==> src/hdl/seed_pkg.sv <==
`default_nettype none

package seed_pkg;

  // Field widths of the internal word
  localparam int OPERAND_W = 68;
  localparam int EXP_W = 12;
  localparam int BUCKET_W = 6;
  localparam int ADDR_W = 9;
  localparam int MASK_W = 6;

  typedef logic [OPERAND_W-1:0] operand_t;
  typedef logic [EXP_W-1:0] exponent_t;
  typedef logic [BUCKET_W-1:0] bucket_t;
  typedef logic [ADDR_W-1:0] table_addr_t;

  typedef enum logic [2:0] {
    OP_RECIP    = 3'd0,
    OP_RSQRT    = 3'd1,
    OP_RECIP_HI = 3'd2,
    OP_RSQRT_HI = 3'd3,
    OP_FAR      = 3'd4,
    OP_TRUNC_S1 = 3'd5,
    OP_TRUNC_S2 = 3'd6,
    OP_TRUNC_HI = 3'd7
  } seed_op_t;

  // Table geometry, four slots per bucket below the far region
  localparam int TABLE_DEPTH = 320;
  localparam table_addr_t TABLE_LAST = table_addr_t'(TABLE_DEPTH - 1);
  localparam table_addr_t FAR_BASE = 9'd256;

  localparam exponent_t EXP_BASE_LO = 12'd2040;
  localparam exponent_t EXP_BASE_HI = 12'd2044;
  localparam exponent_t WINDOW_SPAN = 12'd6; // Exponents past the base that get a bucket

  localparam int SIGN_BIT = 64;
  localparam int MASK_LSB = 47; // Truncate window is bits 52:47

endpackage

`default_nettype wire

==> src/hdl/seed_index.sv <==
`default_nettype none

module seed_index (
  input  seed_pkg::seed_op_t    op,
  input  seed_pkg::operand_t    operand,
  output seed_pkg::table_addr_t addr,
  output logic                  flip_sign,
  output logic                  trunc_op,
  output seed_pkg::operand_t    trunc_result
);

  seed_pkg::exponent_t exponent;
  seed_pkg::exponent_t j_lo;
  seed_pkg::exponent_t j_hi;
  logic lo_window;
  logic hi_window;
  seed_pkg::bucket_t bucket_lo;
  seed_pkg::bucket_t bucket_root;
  seed_pkg::bucket_t bucket_hi;
  seed_pkg::bucket_t bucket;
  logic [1:0] slot;
  logic [2:0] mask_width;
  logic [seed_pkg::MASK_W-1:0] mask_low;
  logic [seed_pkg::MASK_W-1:0] mask;
  seed_pkg::operand_t mask_word;

  // Leading one, then the top j-1 mantissa bits right-aligned
  function automatic seed_pkg::bucket_t lead_bucket(
    input logic       in_window,
    input logic [2:0] j,
    input logic [4:0] mant_top
  );
    logic [4:0] tail;
    tail = mant_top >> (3'd6 - j);
    if (in_window) begin
      lead_bucket = {1'b1, tail};
    end else begin
      lead_bucket = '0;
    end
  endfunction

  // Parity on top, then the low rule shifted down by one exponent
  function automatic seed_pkg::bucket_t root_bucket(
    input logic       in_window,
    input logic       parity,
    input logic [2:0] j,
    input logic [3:0] mant_top
  );
    logic [3:0] tail;
    tail = mant_top >> (3'd6 - j);
    if (!in_window) begin
      root_bucket = '0;
    end else if (j == 3'd1) begin
      root_bucket = {parity, 5'b0};
    end else begin
      root_bucket = {parity, 1'b1, tail};
    end
  endfunction

  assign exponent = operand[65:54];
  assign j_lo = exponent - seed_pkg::EXP_BASE_LO; // Wraps high below the base
  assign j_hi = exponent - seed_pkg::EXP_BASE_HI;
  assign lo_window = (j_lo >= 12'd1) && (j_lo <= seed_pkg::WINDOW_SPAN);
  assign hi_window = (j_hi >= 12'd1) && (j_hi <= seed_pkg::WINDOW_SPAN);

  assign bucket_lo = lead_bucket(lo_window, j_lo[2:0], operand[53:49]);
  assign bucket_hi = lead_bucket(hi_window, j_hi[2:0], operand[53:49]);
  assign bucket_root = root_bucket(lo_window, operand[54], j_lo[2:0], operand[53:50]);

  always_comb begin
    bucket = '0;
    slot = 2'd0;
    case (op)
      seed_pkg::OP_RECIP: begin
        bucket = bucket_lo;
        slot = 2'd0;
      end
      seed_pkg::OP_RSQRT: begin
        bucket = bucket_root;
        slot = 2'd1;
      end
      seed_pkg::OP_RECIP_HI: begin
        bucket = bucket_hi;
        slot = 2'd2;
      end
      seed_pkg::OP_RSQRT_HI: begin
        bucket = bucket_hi;
        slot = 2'd3;
      end
      seed_pkg::OP_FAR: bucket = bucket_hi;
      default: bucket = '0; // Truncates skip the table
    endcase
  end

  always_comb begin
    if (op == seed_pkg::OP_FAR) begin
      addr = seed_pkg::FAR_BASE + {3'b0, bucket}; // One entry per bucket
    end else begin
      addr = {1'b0, bucket, slot};
    end
  end

  assign flip_sign = ((op == seed_pkg::OP_RECIP) || (op == seed_pkg::OP_RECIP_HI)) &&
                     operand[seed_pkg::SIGN_BIT];

  assign trunc_op = (op == seed_pkg::OP_TRUNC_S1) || (op == seed_pkg::OP_TRUNC_S2) ||
                    (op == seed_pkg::OP_TRUNC_HI);

  always_comb begin
    if (op == seed_pkg::OP_TRUNC_HI) begin
      mask_width = hi_window ? j_hi[2:0] : 3'd0;
    end else begin
      mask_width = lo_window ? j_lo[2:0] : 3'd0;
    end
  end

  assign mask_low = ~(6'h3f << mask_width); // m low bits set

  always_comb begin
    if (op == seed_pkg::OP_TRUNC_S2) begin
      mask = mask_low << 2;
    end else begin
      mask = mask_low << 1;
    end
    mask_word = '0;
    mask_word[seed_pkg::MASK_LSB +: seed_pkg::MASK_W] = mask;
  end

  assign trunc_result = operand & mask_word;

endmodule

`default_nettype wire

==> config.mk <==
export PLATFORM = sky130hd
export DESIGN_NAME = seed_index
export DESIGN_NICKNAME = d
export VERILOG_FILES = /design/src/hdl/seed_pkg.sv /design/src/hdl/seed_index.sv
export SDC_FILE = /design/constraint.sdc
export NUM_CORES = 1
export LEC_CHECK = 0
export BUFFER_PORTS_ARGS = -buffer_cell sky130_fd_sc_hd__buf_2
export CORE_UTILIZATION = 36
export DETAILED_ROUTE_END_ITERATION = 8
export PLACE_DENSITY = 0.87
export RECOVER_POWER = 50
export SLEW_MARGIN = 20
export SYNTH_ARGS = -nofsm -noshare
export SYNTH_HDL_FRONTEND = slang
export SYNTH_SLANG_ARGS = --single-unit
==> constraint.sdc <==
create_clock -name vclk -period 1.73
set_input_delay 0.0865 -clock vclk [all_inputs]
set_output_delay 0.0865 -clock vclk [all_outputs]
set_load 0.05 [all_outputs]
-- After elaboration in Yosys (flattened, before gate mapping)
Index checks and enable logic that the tools add are counted.
Widths: inputs -> output; s select.
- add/sub/neg operators: 5
- magnitude comparators: 4
- reduce and logical (&&, ||, !) cells: 8
- equality and inequality tests: 8
- shift-type cells: 4
- muxes and demuxes: 11
- bitwise operators: 2
- operators with widths (kind ; count):
    $and 68x53->68 ; 1
    $ge 12x1->1 const B ; 2
    $le 12x3->1 const B ; 2
    $mux 6 ; 4
    $sub 12x11->12 const B ; 2
    $pmux 6 s3 ; 1
    $eq 3x3->1 const B ; 4
    $shr 5x3->5 ; 2
    $add 9x6->9 const A ; 1
    $mux 3 ; 3
    $mux 9 ; 1
    $eq 3x1->1 const B ; 2
    $eq 3x2->1 const B ; 2
    $pmux 2 s3 ; 1
    $shl 6x3->5 const A ; 1
    $sub 3x3->3 const A ; 2
    $mux 5 ; 1
    $not 5->5 ; 1
    $shr 4x3->4 ; 1
    $logic_and 1x1->1 ; 3
    $logic_not 3->1 ; 1
    $logic_or 1x1->1 ; 3
    $reduce_or 3->1 ; 1
- logic and storage cells: 42
- flip-flop bits (word level): 0

-- Depth between registers and ports, before layout
Gate-level depths: netlist of run 1.
- depth in word-level cells: 9
- gate-level depth with buffers: 9

-- Least setup slack after synthesis of run 1
Ideal clock, no wire load.
- path kind: in2out
- start: input port operand[55]
- end: output port trunc_result[49]
- path slack: -0.935 ns
- stages on the path: 8
- arrival: 2.578 ns
- path through: inv_1 ha_1 and3b_1 a2111oi_4 nand4_2 nor3b_4 nand2_1 a21boi_0
- cells in the longest elaborated chain, start to end: 9
- elaborated cells between the ends (all ways): 15
- classes of those cells: add/sub: 2; order compare: 4; shift: 1; mux: 4; bitwise: 2; reduce/logical: 2
- RTL lines (item ; line ; source):
    from (decl) ; seed_index.sv:5 ; input seed_pkg::operand_t operand,
    $sub 12x11->12 (on tied branches) ; seed_index.sv:61, seed_index.sv:62 ;
    $ge 12x1->1 (tied with other cells) ; seed_index.sv:63 ; assign lo_window = (j_lo >= 12'd1) && (j_lo <= seed_pkg::WINDOW_SPAN);
    $logic_and 1x1->1 (on tied branches) ; seed_index.sv:63, seed_index.sv:64 ;
    $mux 3 (on tied branches) ; seed_index.sv:113, seed_index.sv:111 ;
    $mux 3 (*) ; seed_index.sv:110 ; if (op == seed_pkg::OP_TRUNC_HI) begin
    $shl 6x3->5 (*) ; seed_index.sv:117 ; assign mask_low = ~(6'h3f << mask_width);
    $not 5->5 (*) ; seed_index.sv:117 ;
    $mux 6 (*) ; seed_index.sv:120 ; if (op == seed_pkg::OP_TRUNC_S2) begin
    $and 68x53->68 (*) ; seed_index.sv:129 ; assign trunc_result = operand & mask_word;
    to (decl) ; seed_index.sv:9 ; output seed_pkg::operand_t trunc_result
Every way passes the cells marked *; elsewhere a longest branch is shown, timed or not.

-- Worst setup path in the final report of run 1
- start: input port operand[57]
- end: output port trunc_result[51]
The elaborated chain is that of the path after synthesis.

==> results of run 1 <==
synth_stat cells, types with 3 or more instances:
cell and count:
a21oi_1 9, a31oi_1 3, and3_1 4, buf_2 5
buf_4 64, ha_1 9, inv_1 9, mux2i_1 5
nand2_1 19, nand2b_1 3, nand3_1 9, nand4_1 5
nor2_1 11, nor2b_1 3, nor3_1 8, nor3b_1 3
o211ai_1 3, o21ai_0 10, xor2_1 3
kinds of logic after synthesis:
logic type	count (synthesis)	synth area share, %
simple gates	80	29.2
compound gates	48	21.4
mux	6	3.79
fa+ha+maj	9	6.96
xor+xnor	6	3.71
buf+inv	82	34.7
other cells	1	0.232
routing by layer:
layer,wire length (um),global-route usage (%),vias up
li1,-,-,867
met1,2030,24.7,841
met3,262,0.292,2
met2,2380,32.6,87
met4,24,1.36,0
met5,0,0,-
layout make-up:
type / instances / area share (%)
inverter: 10 / 1.70
multi-input combinational: 212 / 65.1
tap: 52 / 2.67
timing repair buffer: 93 / 30.6
power by group through the flow:
stage | clock (mW) | combinational, mW | sequential [mW]
finish | 0 | 0.733 | 0
floorplan | 0 | 0.622 | 0
CTS | 0 | 0.718 | 0
detailed placement | 0 | 0.687 | 0
global placement | 0 | 0.678 | 0
global route | 0 | 0.772 | 0
critical path, delay by kind of cell:
family          cells  cell delay (ns)
compound gates      4             0.90
buf+inv             3             0.43
fa+ha+maj           1             0.17
simple gates        2             0.41
per-stage QoR:
step                      TNS, ns  area, sq um  worst slack, ns
after detailed placement    -5.70         2180           -0.488
after floorplan             -2.06         2050           -0.387
after CTS                   -3.77         2370           -0.378
after global routing        -4.69         2430           -0.427
final                       -3.76         2430           -0.359
after global placement      -5.32         2180           -0.450
timing repair:
item,in CTS,in global routing
gates resized for setup,47,10
gates cloned,0,0
endpoints found under the setup margin,13,13
buffers inserted,2,2
pin swaps,10,4
final timing paths:
check	end	depth (start not counted)	start
setup / recovery	trunc_result[51]	10	operand[57]
hold / removal	trunc_result[49]	3	operand[49]
==> metrics.txt, run 1 <==
status complete, but fails checks; failing checks setup timing; Post-Syn Instances 232; Worst setup EP type primary output; internal power 0.203 mW; Horiz. Die Dim 69.1 um; crit path cell chain buf_12 -> ha_4 -> a31o_4 -> a2111oi_4 -> nand4_2 -> nor2_4 -> buf_4 -> o2111ai_1 -> a22oi_2 -> buf_6; die span in y 69.1 um; clock share of power 0%; Critical Path Fanout Max 5; Flop pwr share 0%; commonest cells after routing, fill and taps aside conb_1, buf_4, buf_2; Data arrival, critical path 2.00 ns; CP Class primary input to primary output; Syn. warnings 0; core area 0.00432 sq mm; hold slack final 0.576 ns; # port buffers 37; Mapped Area 0.00162 sq mm; Wirelength per Cell 12.8 um; sequential cell area fraction in the yosys report 0%; CTS hold repair buffers 0; PD cells 301 mW/mm^2; Slew HR 59.5%; average size of a mapped cell 6.98 sq um; DP Cell Count 363; slowest CP cell a2111oi_4; fin crit share 121%; Routed Wire Length 4.70 mm; initial antenna violation count 0; Max Transition Viols Final 0; IR drop worst, VDD 171 uV; nets 397; vias per cell 4.90; Routed Antenna Nets 0; DP HPWL 3.66 mm; logic gate share of total power 100.0%; Leak 1.11 nW; Starting Density 37.4%; post-layout util 56.3%; Distinct cells, synth 58; Peak Freq 0.479 GHz; gpl congestion 0.884; post-route insts no fill 367; synth top area cells buf_4, ha_1, nand2_1; Sw Ratio 72.3%; WP data required 1.64 ns; crit start category primary input; Overflow after GRT 0; setup ws final -0.359 ns; RSZ-0062 raised after global routing yes; worst stage delay on the critical path 0.31 ns; Die ar. 0.00477 sq mm; # rows 24; # IOs 150; number of DRC markers in iteration 0 156; Final Hold Viols 0; Synth top area share 29.7%; FFs & Latches 0; pin count of the biggest net entering global routing 15; clk_buf instances 0; worst-margin pin slew 0.610 ns; layout cells sized above 1 43.8%; most common cell after layout, fill and taps aside conb_1; n_diodes 0; total of fill cells in the finished design 390; Switch Pwr 0.530 mW; Hold WC Path Type primary input to primary output; Max Cap Viol 0; Yosys top cell by area buf_4; Layout area overhead 50.4%; area of the multi-input gates 0.00158 sq mm; final setup violating endpoints 13; Tmin final 2.09 ns; # DRC 0; Overall Power 0.733 mW; vias in the first global route 1574; via count 1797; FF+latch area 0 sq um; first-pass GRT wire length 7.35 mm; drt first pass iters 4; Total GRT Usage 18.0%
Power figures use the tool's default switching activity.
==> run 2: changes to the inputs <==
- CORE_ASPECT_RATIO: default -> 0.8
==> metrics.txt, run 2 (synthesis gave the netlist of run 1 again) <==
post-route insts no fill 371 (+1.1%); number of DRC markers in iteration 0 135 (-13%); die span in y 62.0 um (-10%); crit-path most repeated cell buf_6; worst-margin pin slew 0.591 ns (-0.0193 ns); Layout area overhead 55.0%; setup_tns -4.19 ns (-0.422 ns); Tmin final 2.12 ns (+0.0354 ns); layout cells sized above 1 44.9% (+1.1 points); final setup violating endpoints 13 (unchanged); setup ws final -0.394 ns (-0.0354 ns); first-pass GRT wire length 8.29 mm (+13%); slowest CP cell a2111oi_4; CTS hold repair buffers 0 (unchanged); CP endpoint trunc_result[48]; FFs & Latches 0 (unchanged); initial antenna violation count 0 (unchanged); clk_buf instances 0 (unchanged); FF+latch area 0 sq um (unchanged); # DRC 0 (unchanged); Routed Antenna Nets 0 (unchanged); post-layout util 59.0% (+2.7 points); Horiz. Die Dim 77.0 um (+11%); WP data required 1.64 ns (about the same); via count 1975 (+9.9%); # IOs 150 (unchanged); Total GRT Usage 21.9% (+3.9 points); Routed Wire Length 5.90 mm (+26%); Slew HR 60.8% (+1.3 points); crit start category primary input; Peak Freq 0.471 GHz (-1.7%); status complete, but fails checks; DP Cell Count 360 (-0.83%); RSZ-0062 raised after global routing yes; Buf/Inv on CP 4 (+1); total of fill cells in the finished design 366 (-6.2%); Worst setup EP type primary output; # port buffers 37 (unchanged); Max Cap Viol 0 (unchanged); Overflow after GRT 0 (unchanged); family with the most delay on the worst path compound AO/OA/AOI/OAI gates; IR drop worst, VDD 212 uV (+24%); commonest cells after routing, fill and taps aside conb_1, buf_4, buf_2; PD cells 303 mW/mm^2 (+0.60%); gpl congestion 0.916 (+3.7%); vias per cell 5.32 (+8.7%); Hold WC Path Type primary input to primary output; CP Class primary input to primary output; crit path cell chain buf_12 -> ha_4 -> a31o_4 -> a2111oi_4 -> nand4_2 -> buf_6 -> nor3b_4 -> nand4_1 -> buf_6 -> a21oi_4 -> buf_6; core area 0.00426 sq mm (-1.6%); failing checks setup timing; # rows 21 (-13%); Wirelength per Cell 15.9 um (+24%); fin crit share 123% (+2.0 points); nets 396 (-0.25%); Die ar. 0.00477 sq mm (about the same); vias in the first global route 1717 (+9.1%); Critical Path Fanout Max 5 (unchanged); drt first pass iters 4 (unchanged); WP depth 11 (+1); Starting Density 38.0% (+0.59 points); worst setup path start operand[57]; Final Hold Viols 0 (unchanged); Leak 1.13 nW (+2.4%); n_diodes 0 (unchanged); worst stage delay on the critical path 0.30 ns (about the same); Data arrival, critical path 2.04 ns (+0.04 ns); most common cell after layout, fill and taps aside conb_1; DP HPWL 3.83 mm (+4.6%); Max Transition Viols Final 0 (unchanged); pin count of the biggest net entering global routing 12 (-3)
==> run 2: power by group <==
| group | internal (mW) | switching, mW |
|---|---|---|
| clock network | 0 | 0 |
| registers | 0 | 0 |
| logic | 0.203 | 0.557 |
| total | 0.203 | 0.557 |
==> run 2: metrics by stage <==
| stage | setup slack (ns) | hold WS (ns) | area, sq um | power [mW] |
|---|---|---|---|---|
| floorplan | -0.387 | 0.253 | 2050 | 0.622 |
| global placement | -0.450 | 0.619 | 2110 | 0.658 |
| detailed placement | -0.540 | 0.623 | 2110 | 0.670 |
| CTS | -0.347 | 0.573 | 2400 | 0.712 |
| global route | -0.473 | 0.586 | 2510 | 0.797 |
| finish | -0.394 | 0.574 | 2510 | 0.760 |
==> run 2: area by class of cell <==
type	instances	area (sq um)	area share, %
Timing Repair Buffer	92	767	30.6
Tap cell	57	71.3	2.84
Multi-Input combinational cell	212	1630	65.0
Inverter	10	41.3	1.65
==> run 2: worst min-delay path by stage <==
stage               depth (start not counted)         from  slack, ns               end
detailed placement                          4  operand[48]       0.62  trunc_result[48]
floorplan                                   1        op[1]       0.25           addr[8]
CTS                                         4  operand[48]       0.57  trunc_result[48]
global route                                3  operand[49]       0.59  trunc_result[49]
global placement                            4  operand[48]       0.62  trunc_result[48]
finish                                      3  operand[49]       0.57  trunc_result[49]
==> run 2: layer usage <==
metal | vias up | wire (um) | track usage [%]
met5 | - | 0 | 0
met2 | 130 | 2770 | 40.4
met3 | 36 | 510 | 3.36
met1 | 943 | 2350 | 26.7
li1 | 866 | - | -
met4 | 0 | 269 | 7.82
==> run 2: timing repair <==
action / CTS / global route
cloned: 0 / 0
endpoints found under the setup margin: 13 / 13
buffers inserted: 6 / 5
pin swaps: 18 / 11
gates resized for setup: 62 / 17
